===== src/source/ppu_regs_pkg.sv =====
/* CPU register map, control/mask bits and video memory layout
   Only background bits are decoded, object bits read as don't care */
package ppu_regs_pkg;

  // CPU register numbers
  localparam logic [2:0] REG_CTRL   = 3'd0;
  localparam logic [2:0] REG_MASK   = 3'd1;
  localparam logic [2:0] REG_STATUS = 3'd2;
  localparam logic [2:0] REG_SCROLL = 3'd5;
  localparam logic [2:0] REG_ADDR   = 3'd6;
  localparam logic [2:0] REG_DATA   = 3'd7;

  // Control byte, nametable select is two bits from CTRL_NT_LO
  localparam int CTRL_NT_LO   = 0;
  localparam int CTRL_INCR_32 = 2;
  localparam int CTRL_BG_PATT = 4;
  localparam int CTRL_NMI_EN  = 7;

  // Mask byte
  localparam int MASK_GRAY    = 0;
  localparam int MASK_BG_CLIP = 1; // Set shows background in pixels 0..7
  localparam int MASK_BG_EN   = 3;

  // Memory map
  localparam logic [5:0] PALETTE_PAGE   = 6'h3F; // Address bits 13:8
  localparam logic [1:0] NAMETABLE_BASE = 2'b10; // 0x2000 region
  localparam int VRAM_AW = 14;
  localparam int PAL_AW  = 5;
  localparam int COLOR_W = 6;

  // Scroll view of the VRAM address register
  typedef struct packed {
    logic [2:0] fine_y;
    logic [1:0] nametable; // Bit 0 horizontal, bit 1 vertical
    logic [4:0] coarse_y;
    logic [4:0] coarse_x;
  } scroll_fields_t;

  // Same register used as memory pointer and as scroll position
  typedef union packed {
    logic [14:0]    flat;
    scroll_fields_t scroll;
  } vram_addr_t;

endpackage


===== src/source/ppu_timing_pkg.sv =====
/* Frame geometry of the background PPU, one clock per pixel
   Line numbers are 9-bit, the pre-render line is -1 (511) */
package ppu_timing_pkg;

  localparam int COORD_W = 9;  // Scanline and cycle width

  // Horizontal geometry
  localparam int LAST_CYCLE_GROUP = 42;  // Cycles 336..343, the line ends inside it
  localparam int LINE_END_CYCLE   = 340; // Odd pre-render line ends one earlier
  localparam int VISIBLE_CYCLES   = 256;
  localparam int PREFETCH_START   = 320; // First two tiles of next line
  localparam int PREFETCH_END     = 336;

  // Scroll register events while rendering
  localparam int VERT_INC_CYCLE   = 251;
  localparam int HORIZ_COPY_CYCLE = 256;
  localparam int VERT_COPY_CYCLE  = 304; // Pre-render line only

  // Vertical geometry
  localparam logic [COORD_W-1:0] POST_RENDER_LINE = 9'd240;
  localparam logic [COORD_W-1:0] VBLANK_END_LINE  = 9'd260;
  localparam logic [COORD_W-1:0] PRE_RENDER_LINE  = 9'd511;

endpackage

===== src/source/ppu_top.sv =====
/* Background-only PPU, one pixel per clock, sprites not present
   CPU strobes are single-cycle, status reports only the vblank flag */
`timescale 1ns/1ps

module ppu_top (
  input  logic                              clk,
  input  logic                              reset,
  input  logic [2:0]                        cpu_addr,
  input  logic [7:0]                        cpu_din,
  input  logic                              cpu_read,
  input  logic                              cpu_write,
  input  logic [7:0]                        vram_din,
  output logic [7:0]                        cpu_dout,
  output logic                              nmi,
  output logic                              vram_read,
  output logic                              vram_write,
  output logic [ppu_regs_pkg::VRAM_AW-1:0]  vram_addr,
  output logic [7:0]                        vram_dout,
  output logic [ppu_regs_pkg::COLOR_W-1:0]  color,
  output logic [ppu_timing_pkg::COORD_W-1:0] scanline,
  output logic [ppu_timing_pkg::COORD_W-1:0] cycle
);
  import ppu_timing_pkg::*;
  import ppu_regs_pkg::*;

  // Control and mask bits
  logic bg_patt, nmi_en, incr_32;
  logic gray, bg_clip, bg_en;

  logic       nmi_occurred;  // Set at vblank entry, cleared by status read
  logic [7:0] read_latch;    // Buffered REG_DATA value

  logic in_vblank, pre_render, end_of_line, last_cycle_group;
  logic entering_vblank, exiting_vblank;
  logic rendering;

  logic ctrl_write, mask_write, scroll_write, addr_write, status_read;
  logic data_sel, data_access, pal_space;

  vram_addr_t         cur_addr;
  logic [2:0]         fine_x;
  logic [7:0]         tile_index;
  logic [3:0]         bg_raw;
  logic [3:0]         bg_pixel;     // After left-edge clip
  logic               show_bg;
  logic [PAL_AW-1:0]  pal_addr;
  logic               pal_write;
  logic [COLOR_W-1:0] pal_color;

  assign rendering = bg_en && !in_vblank && (scanline != POST_RENDER_LINE);

  // Register decode
  assign ctrl_write   = cpu_write && (cpu_addr == REG_CTRL);
  assign mask_write   = cpu_write && (cpu_addr == REG_MASK);
  assign scroll_write = cpu_write && (cpu_addr == REG_SCROLL);
  assign addr_write   = cpu_write && (cpu_addr == REG_ADDR);
  assign status_read  = cpu_read && (cpu_addr == REG_STATUS);
  assign data_sel     = (cpu_addr == REG_DATA);
  assign data_access  = (cpu_read || cpu_write) && data_sel && !rendering;
  assign pal_space    = (cur_addr.flat[13:8] == PALETTE_PAGE);

  frame_timer frame_timer_inst (
    .clk              (clk),
    .reset            (reset),
    .rendering        (rendering),
    .scanline         (scanline),
    .cycle            (cycle),
    .in_vblank        (in_vblank),
    .pre_render       (pre_render),
    .end_of_line      (end_of_line),
    .last_cycle_group (last_cycle_group),
    .entering_vblank  (entering_vblank),
    .exiting_vblank   (exiting_vblank)
  );

  vram_addr_regs vram_addr_regs_inst (
    .clk          (clk),
    .reset        (reset),
    .rendering    (rendering),
    .pre_render   (pre_render),
    .cycle        (cycle),
    .ctrl_write   (ctrl_write),
    .scroll_write (scroll_write),
    .addr_write   (addr_write),
    .status_read  (status_read),
    .data_access  (data_access),
    .incr_32      (incr_32),
    .cpu_din      (cpu_din),
    .vram_addr    (cur_addr),
    .fine_x       (fine_x)
  );

  // Shifting pauses over the last cycle group
  bg_shifter bg_shifter_inst (
    .clk        (clk),
    .reset      (reset),
    .shift_en   (!last_cycle_group),
    .cycle      (cycle),
    .fine_x     (fine_x),
    .vram_addr  (cur_addr),
    .vram_din   (vram_din),
    .tile_index (tile_index),
    .pixel      (bg_raw)
  );

  // Pixels 0..7 drop to backdrop unless clip bit set
  assign show_bg  = bg_clip || (cycle[7:3] != 5'd0);
  assign bg_pixel = {bg_raw[3:2], show_bg ? bg_raw[1:0] : 2'b00};

  // Fetch order per tile: name, attribute, pattern lo, pattern hi
  always_comb begin
    if (!rendering)
      vram_addr = cur_addr.flat[13:0];
    else if (cycle[2:1] == 2'b00)
      vram_addr = {NAMETABLE_BASE, cur_addr.flat[11:0]};
    else if (cycle[2:1] == 2'b01)
      vram_addr = {NAMETABLE_BASE, cur_addr.scroll.nametable, 4'b1111,
                   cur_addr.scroll.coarse_y[4:2], cur_addr.scroll.coarse_x[4:2]};
    else
      vram_addr = {1'b0, bg_patt, tile_index, cycle[1], cur_addr.scroll.fine_y};
  end

  assign vram_read  = (cpu_read && data_sel) || (rendering && !cycle[0] && !end_of_line);
  assign vram_write = cpu_write && data_sel && !rendering && !pal_space;
  assign vram_dout  = cpu_din;

  assign pal_addr  = rendering ? {1'b0, bg_pixel} : (pal_space ? cur_addr.flat[4:0] : '0);
  assign pal_write = cpu_write && data_sel && !rendering && pal_space;

  palette_ram palette_ram_inst (
    .clk   (clk),
    .addr  (pal_addr),
    .write (pal_write),
    .din   (cpu_din[COLOR_W-1:0]),
    .dout  (pal_color)
  );

  assign color = gray ? {pal_color[5:4], 4'b0000} : pal_color; // Hue dropped, luma kept

  always_ff @(posedge clk) begin
    if (reset) begin
      {bg_patt, nmi_en, incr_32} <= '0;
      {gray, bg_clip, bg_en}     <= '0;
      nmi_occurred               <= 1'b0;
      read_latch                 <= '0;
    end else begin
      if (ctrl_write) begin
        bg_patt <= cpu_din[CTRL_BG_PATT];
        nmi_en  <= cpu_din[CTRL_NMI_EN];
        incr_32 <= cpu_din[CTRL_INCR_32];
      end
      if (mask_write) begin
        gray    <= cpu_din[MASK_GRAY];
        bg_clip <= cpu_din[MASK_BG_CLIP];
        bg_en   <= cpu_din[MASK_BG_EN];
      end
      if (entering_vblank)
        nmi_occurred <= 1'b1;
      else if (exiting_vblank || status_read)
        nmi_occurred <= 1'b0;
      // Memory answers during the read strobe, latch holds it from the next cycle
      if (cpu_read && data_access)
        read_latch <= vram_din;
    end
  end

  assign nmi = nmi_occurred && nmi_en;

  always_comb begin
    if (cpu_addr == REG_STATUS)
      cpu_dout = {nmi_occurred, 7'b0000000};
    else if (pal_space)
      cpu_dout = {2'b00, color}; // Palette bypasses the latch
    else
      cpu_dout = read_latch;
  end

endmodule


===== src/source/palette_ram.sv =====
/* 32-entry color RAM, combinational read
   Every entry with low bits 00 reads as backdrop entry 0 */
`timescale 1ns/1ps

module palette_ram (
  input  logic                             clk,
  input  logic [ppu_regs_pkg::PAL_AW-1:0]  addr,
  input  logic                             write,
  input  logic [ppu_regs_pkg::COLOR_W-1:0] din,
  output logic [ppu_regs_pkg::COLOR_W-1:0] dout
);
  import ppu_regs_pkg::*;

  logic [COLOR_W-1:0] colors [2**PAL_AW];
  logic [PAL_AW-1:0]  eff_addr;   // Backdrop redirect
  logic               write_ok;

  assign eff_addr = (addr[1:0] == 2'b00) ? '0 : addr;
  assign dout     = colors[eff_addr];

  // Entries 4/8/12/20/24/28 are read-only mirrors, 0 and 16 both hit entry 0
  assign write_ok = !(addr[3:2] != 2'b00 && addr[1:0] == 2'b00);

  always_ff @(posedge clk) begin
    if (write && write_ok)
      colors[eff_addr] <= din;
  end

endmodule


===== src/source/bg_shifter.sv =====
/* Background tile fetch registers and pixel shifters
   Output pixel lags its fetch by about two tiles, depending on fine X */
`timescale 1ns/1ps

module bg_shifter (
  input  logic                              clk,
  input  logic                              reset,
  input  logic                              shift_en,
  input  logic [ppu_timing_pkg::COORD_W-1:0] cycle,
  input  logic [2:0]                        fine_x,
  input  ppu_regs_pkg::vram_addr_t          vram_addr,
  input  logic [7:0]                        vram_din,
  output logic [7:0]                        tile_index,
  output logic [3:0]                        pixel
);
  import ppu_regs_pkg::*;

  logic [2:0]  phase;
  logic [1:0]  quadrant;   // Attribute byte holds 4 quadrants of 2x2 tiles
  logic [1:0]  attr_bits;
  logic [7:0]  patt_lo;    // First pattern plane
  logic [15:0] pipe_lo;    // Pattern plane 0
  logic [15:0] pipe_hi;    // Pattern plane 1
  logic [8:0]  pipe_at0;   // Attribute bit 0
  logic [8:0]  pipe_at1;   // Attribute bit 1

  // Leftmost pixel is bit 7 in memory, shifters output LSB first
  function automatic logic [7:0] reverse8(input logic [7:0] b);
    logic [7:0] r;
    for (int i = 0; i < 8; i++)
      r[i] = b[7 - i];
    return r;
  endfunction

  assign phase    = cycle[2:0];
  assign quadrant = {vram_addr.scroll.coarse_y[1], vram_addr.scroll.coarse_x[1]};

  always_ff @(posedge clk) begin
    if (reset) begin
      tile_index <= '0;
      attr_bits  <= '0;
      patt_lo    <= '0;
      pipe_lo    <= '0;
      pipe_hi    <= '0;
      pipe_at0   <= '0;
      pipe_at1   <= '0;
    end else begin
      case (phase)
        3'd1:    tile_index <= vram_din;                   // Name byte
        3'd3:    attr_bits  <= vram_din[quadrant*2 +: 2];
        3'd5:    patt_lo    <= vram_din;
        default: ;
      endcase
      if (shift_en) begin
        pipe_lo[14:0] <= pipe_lo[15:1];
        pipe_hi[14:0] <= pipe_hi[15:1];
        pipe_at0[7:0] <= pipe_at0[8:1];
        pipe_at1[7:0] <= pipe_at1[8:1];
        if (phase == 3'd7) begin
          pipe_lo[15:8] <= reverse8(patt_lo);
          pipe_hi[15:8] <= reverse8(vram_din); // Second plane arrives now
          pipe_at0[8]   <= attr_bits[0];
          pipe_at1[8]   <= attr_bits[1];
        end
      end
    end
  end

  // Fine X picks the tap
  assign pixel = {pipe_at1[fine_x], pipe_at0[fine_x], pipe_hi[fine_x], pipe_lo[fine_x]};

endmodule


===== src/source/vram_addr_regs.sv =====
/* Current/temporary VRAM address, fine X and the shared write toggle
   data_access must already be suppressed by the caller while rendering */
`timescale 1ns/1ps

module vram_addr_regs (
  input  logic                              clk,
  input  logic                              reset,
  input  logic                              rendering,
  input  logic                              pre_render,
  input  logic [ppu_timing_pkg::COORD_W-1:0] cycle,
  input  logic                              ctrl_write,
  input  logic                              scroll_write,
  input  logic                              addr_write,
  input  logic                              status_read,
  input  logic                              data_access,
  input  logic                              incr_32,
  input  logic [7:0]                        cpu_din,
  output ppu_regs_pkg::vram_addr_t          vram_addr,
  output logic [2:0]                        fine_x
);
  import ppu_timing_pkg::*;
  import ppu_regs_pkg::*;

  vram_addr_t cur_addr;      // v
  vram_addr_t tmp_addr;      // t
  logic       second_write;  // Toggle shared by scroll and address
  logic       coarse_x_step;
  logic       fetch_range;

  // Step after the attribute fetch of each tile
  assign fetch_range   = (cycle < VISIBLE_CYCLES) ||
                         (cycle >= PREFETCH_START && cycle < PREFETCH_END);
  assign coarse_x_step = (cycle[2:0] == 3'd3) && fetch_range;

  always_ff @(posedge clk) begin
    if (reset) begin
      cur_addr     <= '0;
      tmp_addr     <= '0;
      fine_x       <= '0;
      second_write <= 1'b0;
    end else begin
      if (rendering) begin
        if (coarse_x_step) begin
          cur_addr.scroll.coarse_x <= cur_addr.scroll.coarse_x + 5'd1;
          if (cur_addr.scroll.coarse_x == 5'd31)
            cur_addr.scroll.nametable[0] <= ~cur_addr.scroll.nametable[0]; // Next table across
        end
        if (cycle == VERT_INC_CYCLE) begin
          cur_addr.scroll.fine_y <= cur_addr.scroll.fine_y + 3'd1;
          if (cur_addr.scroll.fine_y == 3'd7) begin
            // Row 29 is the last tile row, attribute rows are skipped
            if (cur_addr.scroll.coarse_y == 5'd29) begin
              cur_addr.scroll.coarse_y     <= 5'd0;
              cur_addr.scroll.nametable[1] <= ~cur_addr.scroll.nametable[1];
            end else begin
              cur_addr.scroll.coarse_y <= cur_addr.scroll.coarse_y + 5'd1;
            end
          end
        end
        if (cycle == HORIZ_COPY_CYCLE) begin
          cur_addr.scroll.coarse_x     <= tmp_addr.scroll.coarse_x;
          cur_addr.scroll.nametable[0] <= tmp_addr.scroll.nametable[0];
        end
        if (cycle == VERT_COPY_CYCLE && pre_render)
          cur_addr <= tmp_addr; // Whole frame restarts from t
      end

      // CPU side
      if (ctrl_write) begin
        tmp_addr.scroll.nametable <= cpu_din[CTRL_NT_LO +: 2];
      end else if (scroll_write) begin
        if (!second_write) begin
          tmp_addr.scroll.coarse_x <= cpu_din[7:3];
          fine_x                   <= cpu_din[2:0];
        end else begin
          tmp_addr.scroll.coarse_y <= cpu_din[7:3];
          tmp_addr.scroll.fine_y   <= cpu_din[2:0];
        end
        second_write <= ~second_write;
      end else if (addr_write) begin
        if (!second_write) begin
          tmp_addr.flat[13:8] <= cpu_din[5:0]; // High byte first
          tmp_addr.flat[14]   <= 1'b0;
        end else begin
          tmp_addr.flat[7:0] <= cpu_din;
          cur_addr.flat      <= {tmp_addr.flat[14:8], cpu_din}; // Takes effect now
        end
        second_write <= ~second_write;
      end else if (status_read) begin
        second_write <= 1'b0;
      end else if (data_access) begin
        cur_addr.flat <= cur_addr.flat + (incr_32 ? 15'd32 : 15'd1); // Row or column step
      end
    end
  end

  assign vram_addr = cur_addr;

endmodule


===== src/source/frame_timer.sv =====
/* Scanline/cycle counter, 341 cycles by 262 lines
   Odd frames drop one cycle of the pre-render line only while rendering */
`timescale 1ns/1ps

module frame_timer (
  input  logic                              clk,
  input  logic                              reset,
  input  logic                              rendering,
  output logic [ppu_timing_pkg::COORD_W-1:0] scanline,
  output logic [ppu_timing_pkg::COORD_W-1:0] cycle,
  output logic                              in_vblank,
  output logic                              pre_render,
  output logic                              end_of_line,
  output logic                              last_cycle_group,
  output logic                              entering_vblank,
  output logic                              exiting_vblank
);
  import ppu_timing_pkg::*;

  logic                odd_frame;  // Frame parity
  logic                short_line; // Odd pre-render line while rendering
  logic [COORD_W-1:0]  line_last;  // Last cycle of the current line

  assign last_cycle_group = (cycle[COORD_W-1:3] == LAST_CYCLE_GROUP);
  assign pre_render       = (scanline == PRE_RENDER_LINE);
  assign short_line       = pre_render && odd_frame && rendering;
  assign line_last        = short_line ? COORD_W'(LINE_END_CYCLE - 1) : COORD_W'(LINE_END_CYCLE);
  assign end_of_line      = (cycle == line_last);

  // Single-cycle events on the last cycle of a line
  assign entering_vblank = end_of_line && (scanline == POST_RENDER_LINE);
  assign exiting_vblank  = end_of_line && (scanline == VBLANK_END_LINE);

  always_ff @(posedge clk) begin
    if (reset) begin
      cycle     <= '0;
      in_vblank <= 1'b1; // Starts as if vblank were running
    end else begin
      cycle <= end_of_line ? '0 : cycle + 1'b1;
      if (entering_vblank)
        in_vblank <= 1'b1;
      else if (exiting_vblank)
        in_vblank <= 1'b0;
    end
  end

  // Line counter, 260 jumps to -1 and -1 wraps to 0 by itself
  always_ff @(posedge clk) begin
    if (reset) begin
      scanline  <= '0;
      odd_frame <= 1'b0;
    end else if (end_of_line) begin
      scanline <= exiting_vblank ? PRE_RENDER_LINE : scanline + 1'b1;
      if (exiting_vblank)
        odd_frame <= ~odd_frame;
    end
  end

endmodule


===== config.mk =====
export PLATFORM = sky130hd
export DESIGN_NAME = ppu_top
export DESIGN_NICKNAME = d
export VERILOG_FILES = /design/src/source/ppu_regs_pkg.sv /design/src/source/ppu_timing_pkg.sv /design/src/source/ppu_top.sv /design/src/source/palette_ram.sv /design/src/source/bg_shifter.sv /design/src/source/vram_addr_regs.sv /design/src/source/frame_timer.sv
export SDC_FILE = /design/constraint.sdc
export NUM_CORES = 1
export LEC_CHECK = 0
export ABC_AREA = 1
export BUFFER_PORTS_ARGS = -buffer_cell sky130_fd_sc_hd__buf_2
export CORE_MARGIN = 2
export CORE_UTILIZATION = 55
export DETAILED_ROUTE_END_ITERATION = 8
export GPL_TIMING_DRIVEN = 1
export PLACE_DENSITY = 0.71
export SYNTH_ARGS = -nofsm -noshare
export SYNTH_HDL_FRONTEND = slang
export SYNTH_SLANG_ARGS = --single-unit
export TNS_END_PERCENT = 100

===== constraint.sdc =====
create_clock -name clk -period 5.6 [get_ports clk]
set_input_delay 0.56 -clock clk [delete_from_list [all_inputs] [get_ports clk]]
set_output_delay 0.56 -clock clk [all_outputs]
set_load 0.02 [all_outputs]

Word level (Yosys, flattened, before mapping)
Memory sizes are Yosys's and may differ from the RTL's.
Cells that the tools add are included.
- add/subtract/negate cells: 6
- $lt $le $gt $ge: 4
- equality and inequality tests: 28
- shift operators: 1
- mux-type cells: 59
- bitwise operators: 6
- reductions and logical operators: 58
- operators by type and width (kind ; count):
    15-bit 2-to-1 mux ; 9
    5-bit 2-to-1 mux ; 10
    14-bit 2-to-1 mux ; 3
    9-bit equality test, second input constant ; 4
    1-bit logical AND ; 27
    8-bit 2-to-1 mux ; 3
    7-bit 2-to-1 mux ; 3
    9-bit by 1-bit adder with 9-bit output, second input constant ; 2
    3-bit equality test, second input constant ; 6
    9-bit by 8-bit equality test with 1-bit output, second input constant ; 2
    9-bit < comparator, second input constant ; 2
    1-bit 2-to-1 mux ; 16
    15-bit adder ; 1
    1-bit binary-select mux with 3-bit select ; 4
    6-bit equality test, second input constant ; 2
    5-bit by 1-bit adder with 5-bit output, second input constant ; 2
    5-bit equality test, second input constant ; 2
    10-bit 2-to-1 mux ; 1
    2-bit nonzero test ; 5
    9-bit equality test ; 1
    9-bit greater-or-equal comparator, second input constant ; 1
    3-bit 2-to-1 mux ; 3
    9-bit 2-to-1 mux ; 1
    9-bit by 8-bit != test with 1-bit output, second input constant ; 1
    other kinds (22) ; 51
- bits in registers: 137
- bits in writable memories: 192
- output and inout port bits: 57
- word-level logic and storage cells: 193
- memories: 1
- memories (name ; words ; width ; read ports ; clocked after memory_dff ; wr ports ; line ; source):
    palette_ram_inst.colors ; 32 ; 6 ; 1 ; 0 ; 1 ; palette_ram.sv:14 ; logic [COLOR_W-1:0] colors [2**PAL_AW];

Logic depth before layout (Yosys ltp)
Gate-level depths: netlist of run 1.
- word-level depth: 13
- gate-level depth with buffers: 21

Modules after synthesis
A second synthesis of run 1 with hierarchy kept.
- cells, all modules: 2023
- area, all modules: 15401.0 um^2
- by module, submodules not included (module ; instances ; cells an instance ; area each (um^2) ; sequential area each (um^2)):
    palette_ram ; 1 ; 663 ; 6952.9 ; 4954.8
    bg_shifter ; 1 ; 461 ; 3032.9 ; 1361.3
    vram_addr_regs ; 1 ; 478 ; 2837.7 ; 680.7
    ppu_top ; 1 ; 254 ; 1433.9 ; 300.3
    frame_timer ; 1 ; 167 ; 1143.6 ; 400.4

Least setup slack after synthesis of run 1
Ideal clock, no wire load.
- path type: flip-flop to output port
- start: register frame_timer_inst.scanline[0] (netlist name)
- end: output cpu_dout[3]
- data arrival time: 2.539 ns
- data required time: 5.040 ns
- setup slack: 2.501 ns
- cell stages (with the launch flop): 19
- buffers on the path: 1
- cell sequence: dfxtp_1 > inv_1 > ha_1 > nand2_2 > nor2_1 > nand2_4 > nand2_8 > nand2_2 > inv_1 > a21oi_4 > nand2_4 > nand2_4 > buf_6 > o21ai_2 > nor2_1 > nor2_1 > nor2_1 > nand2_1 > a21oi_1
- cells in the longest elaborated chain, start to end: 9
- RTL lines (item ; line ; source):
    start: declaration ; frame_timer.sv:9 ; output logic [ppu_timing_pkg::COORD_W-1:0] scanline,
    start signal: assignment ; frame_timer.sv:53 ; scanline <= exiting_vblank ? PRE_RENDER_LINE : scanline + 1'b1;
    9-bit by 8-bit != test with 1-bit output (*) ; ppu_top.sv:50 ; assign rendering = bg_en && !in_vblank && (scanline != POST_RENDER_LINE);
    1-bit logical AND (*) ; ppu_top.sv:50 ;
    5-bit 2-to-1 mux (*) ; ppu_top.sv:127 ; assign pal_addr = rendering ? {1'b0, bg_pixel} : (pal_space ? cur_addr.flat[4:0] : '0);
    2-bit logical NOT ; palette_ram.sv:18 ; assign eff_addr = (addr[1:0] == 2'b00) ? '0 : addr;
    5-bit 2-to-1 mux (*) ; palette_ram.sv:18 ;
    memory 32 x 6 bit (*) ; n/a ;
    4-bit 2-to-1 mux (*) ; ppu_top.sv:138 ; assign color = gray ? {pal_color[5:4], 4'b0000} : pal_color;
    8-bit 2-to-1 mux (*) ; ppu_top.sv:172 ; else if (pal_space)
    8-bit 2-to-1 mux (*) ; ppu_top.sv:170 ; if (cpu_addr == REG_STATUS)
    end: declaration ; ppu_top.sv:13 ; output logic [7:0] cpu_dout,
Every way passes the cells marked *; elsewhere a longest branch is shown, timed or not.

Worst setup path in the final report of run 1
- start: register vram_addr_regs_inst.fine_x[0]
- end: output cpu_dout[1]
- cells in the longest elaborated chain, start to end: 10
- RTL lines (item ; line ; source):
    start: declaration ; vram_addr_regs.sv:19 ; output logic [2:0] fine_x
    start signal: assignment ; vram_addr_regs.sv:74 ; fine_x <= cpu_din[2:0];
    1-bit binary-select mux with 3-bit select ; bg_shifter.sv:70 ; assign pixel = {pipe_at1[fine_x], pipe_at0[fine_x], pipe_hi[fine_x], pipe_lo[fine_x]};
    1-bit 2-to-1 mux (implied by the code) ; bg_shifter.sv:70 ;
    2-bit 2-to-1 mux ; ppu_top.sv:108 ; assign bg_pixel = {bg_raw[3:2], show_bg ? bg_raw[1:0] : 2'b00};
    5-bit 2-to-1 mux (*) ; ppu_top.sv:127 ;
    2-bit logical NOT ; palette_ram.sv:18 ;
    5-bit 2-to-1 mux (*) ; palette_ram.sv:18 ;
    memory 32 x 6 bit (*) ; n/a ;
    4-bit 2-to-1 mux (*) ; ppu_top.sv:138 ;
    8-bit 2-to-1 mux (*) ; ppu_top.sv:172 ;
    8-bit 2-to-1 mux (*) ; ppu_top.sv:170 ;
Every way passes the cells marked *; elsewhere a longest branch is shown, timed or not. The select of a mux whose other input is x is not followed.

==> results of run 1 <==
[critical path: stages (launching register included)]
cell	delay, ns
sky130_fd_sc_hd__dfxtp_1	0.71
sky130_fd_sc_hd__inv_4	0.18
sky130_fd_sc_hd__nand2_1	0.11
sky130_fd_sc_hd__nand3_1	0.06
sky130_fd_sc_hd__nand2_1	0.07
sky130_fd_sc_hd__nand2_1	0.04
sky130_fd_sc_hd__nand2_1	0.18
sky130_fd_sc_hd__nand2_4	0.19
sky130_fd_sc_hd__nand2_4	0.49
sky130_fd_sc_hd__nor2_4	0.10
sky130_fd_sc_hd__nor2_2	0.52
sky130_fd_sc_hd__nand3_1	0.15
sky130_fd_sc_hd__nand3_1	0.11
sky130_fd_sc_hd__nand3_1	0.11
sky130_fd_sc_hd__nand2_1	0.13
sky130_fd_sc_hd__nand2_1	0.12
sky130_fd_sc_hd__a21oi_1	0.25
sky130_fd_sc_hd__buf_2	0.22
[cell type report]
class,count,area (um2)
clock buffer,39,805.8
clock inverter,19,165.2
tap,335,419.2
timing repair buffer,86,447.9
inverter,225,847.1
fill,2339,10030
multi-input combinational,1145,5609
sequential,296,7517
[worst paths after layout]
path / from / end / cells past startpoint
setup / recovery: vram_addr_regs_inst.fine_x[0] / cpu_dout[1] / 17
hold / removal: vram_din[6] / bg_shifter_inst.pipe_hi[9] / 3
setup reg to reg: frame_timer_inst.scanline[0] / palette_ram_inst.colors[6][2] / 15
hold reg to reg: bg_shifter_inst.pipe_lo[1] / bg_shifter_inst.pipe_lo[0] / 2
[flip-flops by register name (all words and copies together), names as in the netlist, 9 cells and up]
signal / flops
bg_shifter_inst.pipe_hi: 16
bg_shifter_inst.pipe_at1: 9
vram_addr_regs_inst.vram_addr: 15
bg_shifter_inst.pipe_lo: 16
bg_shifter_inst.pipe_at0: 9
vram_addr_regs_inst.tmp_addr: 15
frame_timer_inst.cycle: 9
frame_timer_inst.scanline: 9
palette_ram_inst.colors: 159
[kinds of logic (layout without fill, tap and decap cells)]
group / Yosys count / in the layout / synth area share (%)
buffers and inverters: 308 / 369 / 8.894
AND/OR/NAND/NOR: 763 / 763 / 23.23
AO/OA/AOI/OAI: 344 / 344 / 13.30
other: 1 / 9 / 0.02611
flip-flops: 296 / 296 / 52.34
XOR/XNOR: 12 / 12 / 0.7318
adder cells (fa/ha/maj): 17 / 17 / 1.481
[power groups by stage]
stage | clock network (W) | registers, W | logic, W
floorplan | 0 | 0.00237 | 0.000119
finish | 0.00199 | 0.00234 | 0.000199
CTS | 0.00200 | 0.00234 | 0.000197
global route | 0.00209 | 0.00234 | 0.000220
detailed placement | 0 | 0.00238 | 0.000196
global placement | 0 | 0.00238 | 0.000195
[through the flow]
| step | power, W | area (um2) | cells |
|---|---|---|---|
| 6_report | 0.004524 | 15810 | 2145 |
| 5_1_grt | 0.004648 | 15810 | 2145 |
| 4_1_cts | 0.004532 | 15810 | 2145 |
| 3_5_place_dp | 0.002578 | 14840 | 2087 |
| 3_3_place_gp | 0.002577 | 14840 | 2087 |
| 2_1_floorplan | 0.002490 | 14390 | 1749 |
[synthesized netlist by cell type, types with 8 or more instances]
cell type,number
sky130_fd_sc_hd__nand3_1,108
sky130_fd_sc_hd__nand3b_1,19
sky130_fd_sc_hd__ha_1,17
sky130_fd_sc_hd__o22ai_1,8
sky130_fd_sc_hd__a31oi_1,34
sky130_fd_sc_hd__inv_1,213
sky130_fd_sc_hd__edfxtp_1,159
sky130_fd_sc_hd__nand2_4,8
sky130_fd_sc_hd__o21ai_1,9
sky130_fd_sc_hd__o211ai_1,21
sky130_fd_sc_hd__xor2_1,11
sky130_fd_sc_hd__dfxtp_1,137
sky130_fd_sc_hd__buf_2,17
sky130_fd_sc_hd__nand4_1,13
sky130_fd_sc_hd__nand2_1,317
sky130_fd_sc_hd__buf_4,20
sky130_fd_sc_hd__or2_2,12
sky130_fd_sc_hd__nor3_1,18
sky130_fd_sc_hd__o21ai_0,168
sky130_fd_sc_hd__clkbuf_1,39
sky130_fd_sc_hd__nor2_1,241
sky130_fd_sc_hd__a21oi_1,80
[layer usage]
metal / global-route usage [%] / up-vias / wire, um
li1: - / 5859 / -
met1: 40.26 / 5647 / 17130
met2: 49.45 / 527 / 19200
met3: 3.696 / 97 / 2980
met4: 10.93 / 0 / 1478
met5: 0 / - / 0
==> impl_metrics.toml, run 1 <==
[synthesis]
ys_seq_elements = 296
synth_sequential_area_ratio_pct = 52.34
yosysWarnings = 0
netlist.top_cell.by_area = "sky130_fd_sc_hd__edfxtp_1"
ys_dominant_reg_cell = "sky130_fd_sc_hd__edfxtp_1"
syn_avg_cell_area_um2 = 8.250
synth_top_area_share_pct = 33.24
post_synthesis_cell_area_um2 = 14360
post_synth_num_cell_types = 51
cells_after_synthesis = 1741
synth_area_leaders = "sky130_fd_sc_hd__edfxtp_1, sky130_fd_sc_hd__dfxtp_1, sky130_fd_sc_hd__nand2_1, sky130_fd_sc_hd__nor2_1, sky130_fd_sc_hd__o21ai_0"
asyncSetResetFlopFracSynth_pct = 0
synth_edf_count = 159

[power_and_ir_drop]
power.internal_w = 0.003477
netSwitchingFraction_pct = 23.14
max-vdd-ir-drop_mv = 0.2582
power.density_cell_area_nw_per_um2 = 286.1
p_comb_share_pct = 4.4
pwr-share-seq_pct = 51.7
clock_power_share_pct = 43.9
static-leakage-power_nw = 6.400
power_switching_w = 0.001047

[clock_tree]
holdBufCountCts = 0
cts_made_buffers = 31
cts_repair_resize_count = 0
maximum_root_to_sink_buffer_count = 3
clk_root_buffer_cell = "sky130_fd_sc_hd__clkbuf_16"
cts_tree = "built"
cts_post_setup_buffers_inserted = 0
clkSinkCount = 296
h-tree-depth = 1
worstSkewPairLatency_ns = 0.58
clk_pin_slew_ns = 0.06

[setup_path]
cp.arrival_ns = 4.36
worst_setup_path_end_kind = "output pin"
crit_type = "register to output pin"
cp.required_ns = 5.04
cp-start-kind = "register"
reg2reg_setup_slack_ns = 1.41
critPathMaxFanout = 50

[global_routing]
grt_antenna_before_repair = 0
grt_max_degree = 68
grt_usage_pct = 29.80
grt_pass1_vias = 11290
grt_remaining_overflow = 0
grt_first_pass_wirelength_um = 62530

[place]
place_worst_setup_slack_ns = 1.312
number_of_port_buffers = 79
place_congestion = 0.9091
dp_hpwl_um = 27850

[route]
totalWireLength_um = 40790
detail_route.wl_per_cell_um = 19.02
dr.pass1.iters = 5
drc = 0
final_antenna_net_count = 0
drt-vias-per-instance = 5.655
drt_first_iter_violations = 1142
routed-via-count = 12130

[floorplanning]
coreArea_um2 = 25840
boundaryPins = 80
die-area_um2 = 27420
die_height_um = 165.6
floorplan.rows = 59
die-width_um = 165.6
starting_utilization_of_the_core_area_pct = 55.59

[sta]
setup_viol_count_final = 0
fin_crit_sh_pct = 87.90
finalCriticalPeriod_ns = 4.922
hold_slack_ns = 0.2564
finalWorstSetupSlack_ns = 0.6775
rsz0062_at_grt = "no"
hold_viol = 0
max_slew_margin_pct = 15.83
worst-slew-pin-transition_ns = 1.257
setup_tns_ns = 0
final_max_slew_viol_count = 0
fin_skew_ns = 0.02269
fmax_mhz = 203.1

[finish]
layout_common_cells = "sky130_fd_sc_hd__nand2_1, sky130_fd_sc_hd__nor2_1, sky130_fd_sc_hd__inv_1"
area.growth.synth_to_final_pct = 10.09
num_antenna_cells = 0
finish.net_count = 1825
final_layout_size_suffix_gt1_share_pct = 10.17
fin_util_pct = 61.20
mostFrequentLayoutCell = "sky130_fd_sc_hd__nand2_1"

[worst_hold_path]
worstHoldPathType = "input pin to register"

[outcome]
status = "finished clean"

[flow_run]
drv.max_cap_violation_count = 0
Power figures use the tool's default switching activity.
==> run 2: changes to the inputs <==
==> constraint.sdc (replaced) <==
create_clock -name clk -period 6.3 [get_ports clk]
set_input_delay 0.63 -clock clk [delete_from_list [all_inputs] [get_ports clk]]
set_output_delay 0.63 -clock clk [all_outputs]
set_load 0.02 [all_outputs]
==> run 2 against run 1 <==
Against the previous run: sequential share of layout area shrank 0.20 points; sequential cell count is the same; register-to-register slack improved by 0.46 ns; final area is 0.43% higher; clock skew up 0.0028 ns; worst hold slack improved by 0.082 ns; total power shrank 9.0%; die area unchanged; non-clock buffer count up 1; global-route usage is 0.32 points lower; utilization grew 0.26 points; sequential power decreased by 11%.
==> impl_metrics.toml, run 2 (synthesis results as in run 1) <==
[power_and_ir_drop]
clock_power_share_pct = 45.3
power.density_cell_area_nw_per_um2 = 259.1
power.internal_w = 0.003194
power_switching_w = 0.0009209
netSwitchingFraction_pct = 22.38
p_comb_share_pct = 4.3
pwr-share-seq_pct = 50.4
max-vdd-ir-drop_mv = 0.2155
static-leakage-power_nw = 6.455

[sta]
finalCriticalPeriod_ns = 5.201
final_max_slew_viol_count = 0
setup_tns_ns = 0
hold_slack_ns = 0.3381
fin_crit_sh_pct = 82.55
max_slew_margin_pct = 11.07
fmax_mhz = 192.3
hold_viol = 0
finalWorstSetupSlack_ns = 1.099
fin_skew_ns = 0.02548
worst-slew-pin-transition_ns = 1.328
rsz0062_at_grt = "no"
setup_viol_count_final = 0

[clock_tree]
clk_pin_slew_ns = 0.06
cts_made_buffers = 30
cts_repair_resize_count = 0
maximum_root_to_sink_buffer_count = 3
holdBufCountCts = 0
h-tree-depth = 1
cts_post_setup_buffers_inserted = 0
worstSkewPairLatency_ns = 0.57
clkSinkCount = 296
clk_root_buffer_cell = "sky130_fd_sc_hd__clkbuf_16"
cts_tree = "built"

[global_routing]
grt_usage_pct = 29.49
grt_remaining_overflow = 0
grt_pass1_vias = 11110
grt_antenna_before_repair = 0
grt_first_pass_wirelength_um = 61620
grt_max_degree = 101

[worst_hold_path]
hold_end = "bg_shifter_inst.pipe_hi[13]"
worst_hold_stages = 3
worstHoldPathType = "input pin to register"
hold_path_startpoint = "vram_din[2]"

[floorplanning]
die-width_um = 165.6
floorplan.rows = 59
boundaryPins = 80
die_height_um = 165.6
starting_utilization_of_the_core_area_pct = 55.59
coreArea_um2 = 25840
die-area_um2 = 27420

[route]
drt_first_iter_violations = 1035
final_antenna_net_count = 0
totalWireLength_um = 40340
dr.pass1.iters = 6
detail_route.wl_per_cell_um = 18.81
drt-vias-per-instance = 5.626
drc = 0
routed-via-count = 12060

[setup_path]
reg2reg_setup_slack_ns = 1.87
worst_setup_path_end_kind = "output pin"
r2r_end = "palette_ram_inst.colors[10][5]"
cp.required_ns = 5.67
cp-start-kind = "register"
cp.arrival_ns = 4.57
crit-reg2reg-launch = "vram_addr_regs_inst.fine_x[0]"
crit_type = "register to output pin"
timing.reg2reg.worst_path_depth = 14
critPathMaxFanout = 50

[place]
number_of_port_buffers = 79
dp_hpwl_um = 27200
post-place-cells = 2088
place_worst_setup_slack_ns = 1.778
place_congestion = 0.9386
total_placed_instance_area_um2 = 14850

[finish]
most_flops_register = "palette_ram_inst.colors"
count_of_filler_cells_inserted_in_the_layout = 2256
area.growth.synth_to_final_pct = 10.56
finish.net_count = 1825
num_antenna_cells = 0
final_cell_count_without_fillers = 2144
layout.cell_area.non_filler_um2 = 15880
largest_register_ffs = 159
layout_top_registers = "palette_ram_inst.colors x159, bg_shifter_inst.pipe_hi x16, bg_shifter_inst.pipe_lo x16"
layout_common_cells = "sky130_fd_sc_hd__nand2_1, sky130_fd_sc_hd__nor2_1, sky130_fd_sc_hd__inv_1"
mostFrequentLayoutCell = "sky130_fd_sc_hd__nand2_1"
final_layout_size_suffix_gt1_share_pct = 10.50

[outcome]
status = "finished clean"

[flow_run]
drv.max_cap_violation_count = 0
run 2: changes by cell type in the layout (fill, tap and decap cells not counted):
cell	previous run	this run
sky130_fd_sc_hd__clkinv_8	0	1
sky130_fd_sc_hd__clkbuf_1	8	4
sky130_fd_sc_hd__clkbuf_4	0	3
sky130_fd_sc_hd__clkinv_1	8	5
sky130_fd_sc_hd__clkinv_2	4	7
sky130_fd_sc_hd__clkbuf_8	0	1
sky130_fd_sc_hd__clkinvlp_2	3	0
sky130_fd_sc_hd__inv_16	1	0
sky130_fd_sc_hd__clkinv_4	1	2
sky130_fd_sc_hd__buf_4	7	8
sky130_fd_sc_hd__clkinvlp_4	3	1
sky130_fd_sc_hd__bufinv_16	2	4
run 2: how the worst max path moves through the flow:
stage	startpoint	endpoint	slack, ns	depth (start not counted)
floorplan	frame_timer_inst.scanline[0]	cpu_dout[3]	3.13	18
global placement	vram_addr_regs_inst.fine_x[0]	cpu_dout[4]	1.83	18
detailed placement	vram_addr_regs_inst.fine_x[0]	cpu_dout[4]	1.78	18
CTS	vram_addr_regs_inst.fine_x[0]	cpu_dout[4]	1.16	18
global route	vram_addr_regs_inst.fine_x[0]	cpu_dout[4]	0.70	18
finish	vram_addr_regs_inst.fine_x[0]	cpu_dout[4]	1.10	18
run 2: layout make-up:
class | count | area (um2) | area share, %
flip-flops and latches | 296 | 7517 | 47.34
multi-input cells | 1145 | 5609 | 35.32
inverters | 225 | 847.1 | 5.334
clock buffers | 39 | 827.0 | 5.208
repair buffers | 87 | 455.4 | 2.868
well taps | 335 | 419.2 | 2.640
clock inverters | 17 | 203.9 | 1.284
run 2: power by group through the flow:
stage / clock network (W) / registers (W) / logic (W)
finish: 0.00186 / 0.00208 / 0.000177
detailed placement: 0 / 0.00212 / 0.000174
global placement: 0 / 0.00212 / 0.000172
floorplan: 0 / 0.00211 / 0.000106
CTS: 0.00187 / 0.00207 / 0.000175
global route: 0.00195 / 0.00208 / 0.000195
run 2: per-stage QoR:
stage	util, %	total power (W)
floorplan	-	0.002213
global placement	57.47	0.002289
detailed placement	57.47	0.002291
CTS	61.46	0.004122
global route	61.46	0.004221
finish	61.46	0.004115
run 2: per-layer routing:
metal  vias up  part of all wire, %  global-route usage [%]
met5         -                    0                       0
met1      5646                   43                   39.95
met4         0                  3.0                   10.11
met2       468                   48                   49.08
li1       5869                    -                       -
met3        79                  6.5                   3.696
run 2: worst max-delay path, stage by stage, from the launching register on:
cell	delay, ns
sky130_fd_sc_hd__dfxtp_1	0.69
sky130_fd_sc_hd__inv_4	0.17
sky130_fd_sc_hd__nand2_1	0.12
sky130_fd_sc_hd__nand3_1	0.07
sky130_fd_sc_hd__nand2_1	0.08
sky130_fd_sc_hd__nand2_1	0.05
sky130_fd_sc_hd__nand2_1	0.18
sky130_fd_sc_hd__nand2_4	0.18
sky130_fd_sc_hd__nand2_4	0.48
sky130_fd_sc_hd__nor2_4	0.09
sky130_fd_sc_hd__nor2_1	0.57
sky130_fd_sc_hd__inv_1	0.29
sky130_fd_sc_hd__nor2_1	0.34
sky130_fd_sc_hd__nand2_1	0.10
sky130_fd_sc_hd__nor2_1	0.09
sky130_fd_sc_hd__nor2_1	0.04
sky130_fd_sc_hd__nand2_1	0.17
sky130_fd_sc_hd__a21oi_1	0.10
sky130_fd_sc_hd__buf_2	0.17
==> run 3: changes to the inputs <==
==> constraint.sdc (replaced) <==
create_clock -name clk -period 5.3 [get_ports clk]
set_input_delay 0.53 -clock clk [delete_from_list [all_inputs] [get_ports clk]]
set_output_delay 0.53 -clock clk [all_outputs]
set_load 0.02 [all_outputs]
==> run 3 against run 2 <==
Against the previous run: worst setup slack lost 0.75 ns; wire length grew 1.1%; cell count up 0.28%; critical path depth is 1 lower; sequential share of layout area decreased by 0.24 points; sequential cell count unchanged; non-clock buffer count up 1; register-to-register slack worse by 0.71 ns; largest power group unchanged.
==> impl_metrics.toml, run 3 (synthesis results as in run 1) <==
[outcome]
status = "finished clean"

[clock_tree]
cts_made_buffers = 34
clkSinkCount = 296
cts_tree = "built"
clk_root_buffer_cell = "sky130_fd_sc_hd__clkbuf_16"
worstSkewPairLatency_ns = 0.52
cts_repair_resize_count = 0
maximum_root_to_sink_buffer_count = 3
clk_pin_slew_ns = 0.06
holdBufCountCts = 0
cts_post_setup_buffers_inserted = 0
h-tree-depth = 2

[finish]
layout_common_cells = "sky130_fd_sc_hd__nand2_1, sky130_fd_sc_hd__nor2_1, sky130_fd_sc_hd__inv_1"
area.growth.synth_to_final_pct = 11.12
layout_top_registers = "palette_ram_inst.colors x159, bg_shifter_inst.pipe_hi x16, bg_shifter_inst.pipe_lo x16"
mostFrequentLayoutCell = "sky130_fd_sc_hd__nand2_1"
finish.net_count = 1830
final_layout_size_suffix_gt1_share_pct = 10.58
num_antenna_cells = 0
count_of_filler_cells_inserted_in_the_layout = 2321
largest_register_ffs = 159
most_flops_register = "palette_ram_inst.colors"

[sta]
fmax_mhz = 202.1
fin_skew_ns = 0.01423
worst-slew-pin-transition_ns = 0.9670
hold_viol = 0
rsz0062_at_grt = "no"
setup_viol_count_final = 0
setup_tns_ns = 0
max_slew_margin_pct = 35.04
final_max_slew_viol_count = 0
finalCriticalPeriod_ns = 4.948
fin_crit_sh_pct = 93.37

[place]
dp_hpwl_um = 27640
number_of_port_buffers = 79
place_congestion = 0.9732

[setup_path]
crit_type = "register to output pin"
cp-start-kind = "register"
cp.arrival_ns = 4.42
critPathMaxFanout = 50
worst_setup_path_end_kind = "output pin"
cp.required_ns = 4.77

[power_and_ir_drop]
clock_power_share_pct = 46.3
power.internal_w = 0.003846
static-leakage-power_nw = 6.483
p_comb_share_pct = 4.2
max-vdd-ir-drop_mv = 0.2603
pwr-share-seq_pct = 49.5
finalPower_w = 0.004988
netSwitchingFraction_pct = 22.89
power.density_cell_area_nw_per_um2 = 312.5
power_switching_w = 0.001142

[global_routing]
grt_antenna_before_repair = 0
grt_remaining_overflow = 0
grt_usage_pct = 29.90
grt_max_degree = 83
grt_pass1_vias = 11440
grt_first_pass_wirelength_um = 63060

[route]
totalWireLength_um = 40770
drt-vias-per-instance = 5.704
detail_route.wl_per_cell_um = 18.96
dr.pass1.iters = 8
routed-via-count = 12260
drt_first_iter_violations = 1174
drc = 0
final_antenna_net_count = 0

[worst_hold_path]
worstHoldPathType = "input pin to register"

[flow_run]
drv.max_cap_violation_count = 0

[floorplanning]
floorplan.rows = 59
coreArea_um2 = 25840
boundaryPins = 80
die-width_um = 165.6
die_height_um = 165.6
die-area_um2 = 27420
starting_utilization_of_the_core_area_pct = 55.59
==> run 3: cell types whose count changed in the layout (fill, tap and decap cells not counted), sizes merged <==
cell	delta
clkbuf	+7
bufinv	-3
clkinv	-2
clkinvlp	+2
buf	+1
inv	+1
==> run 3: routing by layer <==
layer,vias to the layer above,GRT usage [%],routed length [um]
li1,5867,-,-
met1,5735,40.83,17170
met2,562,49.04,19030
met3,99,3.846,3124
met4,0,10.89,1438
met5,-,0,0
==> run 3: cell type report <==
| class | count | area, um2 | share of cell area, % |
|---|---|---|---|
| timing repair buffer | 88 | 462.9 | 2.901 |
| tap | 335 | 419.2 | 2.626 |
| sequential | 296 | 7517 | 47.10 |
| multi-input combinational | 1145 | 5609 | 35.14 |
| clock inverter | 15 | 135.1 | 0.8467 |
| inverter | 225 | 847.1 | 5.307 |
| clock buffer | 46 | 969.7 | 6.076 |
==> run 3: power groups by stage <==
stage | sequential [W] | combinational (W) | clock (W)
final | 0.00247 | 0.000211 | 0.00231
after global routing | 0.00247 | 0.000232 | 0.00241
after CTS | 0.00247 | 0.000208 | 0.00232
after detailed placement | 0.00252 | 0.000206 | 0
after global placement | 0.00252 | 0.000204 | 0
after floorplan | 0.00250 | 0.000126 | 0
==> run 3: worst paths after layout <==
path	from	end	cells past startpoint	slack [ns]
max	vram_addr_regs_inst.fine_x[0]	cpu_dout[4]	17	0.35
min	vram_din[6]	bg_shifter_inst.pipe_hi[9]	3	0.28
max reg2reg	frame_timer_inst.scanline[0]	palette_ram_inst.colors[3][2]	16	1.16
min reg2reg	bg_shifter_inst.patt_lo[7]	bg_shifter_inst.pipe_lo[8]	2	0.47
==> run 3: metrics by stage <==
step	cells	hold WS [ns]	cell area, um2	setup WS, ns	utilization, %
6_report	2150	0.2840	15960	0.3515	61.77
5_1_grt	2150	0.3079	15960	0.02703	61.77
4_1_cts	2150	0.2786	15960	0.4273	61.77
3_5_place_dp	2089	0.4652	14860	1.014	57.50
3_3_place_gp	2089	0.4590	14860	1.083	57.50
2_1_floorplan	1749	0.4405	14390	2.231	-
==> run 3: critical path, stage by stage, from the launching register on <==
cell                      delay, ns
sky130_fd_sc_hd__dfxtp_1       0.70
sky130_fd_sc_hd__inv_4         0.17
sky130_fd_sc_hd__nand2_1       0.12
sky130_fd_sc_hd__nand3_1       0.07
sky130_fd_sc_hd__nand2_1       0.07
sky130_fd_sc_hd__nand2_1       0.05
sky130_fd_sc_hd__nand2_1       0.19
sky130_fd_sc_hd__nand2_4       0.17
sky130_fd_sc_hd__nand2_4       0.48
sky130_fd_sc_hd__nor2_4        0.08
sky130_fd_sc_hd__nor2_1        0.69
sky130_fd_sc_hd__nor2_1        0.20
sky130_fd_sc_hd__nand3_1       0.15
sky130_fd_sc_hd__nand2_1       0.06
sky130_fd_sc_hd__nor2_1        0.10
sky130_fd_sc_hd__nand2_1       0.13
sky130_fd_sc_hd__a21oi_1       0.24
sky130_fd_sc_hd__buf_2         0.21
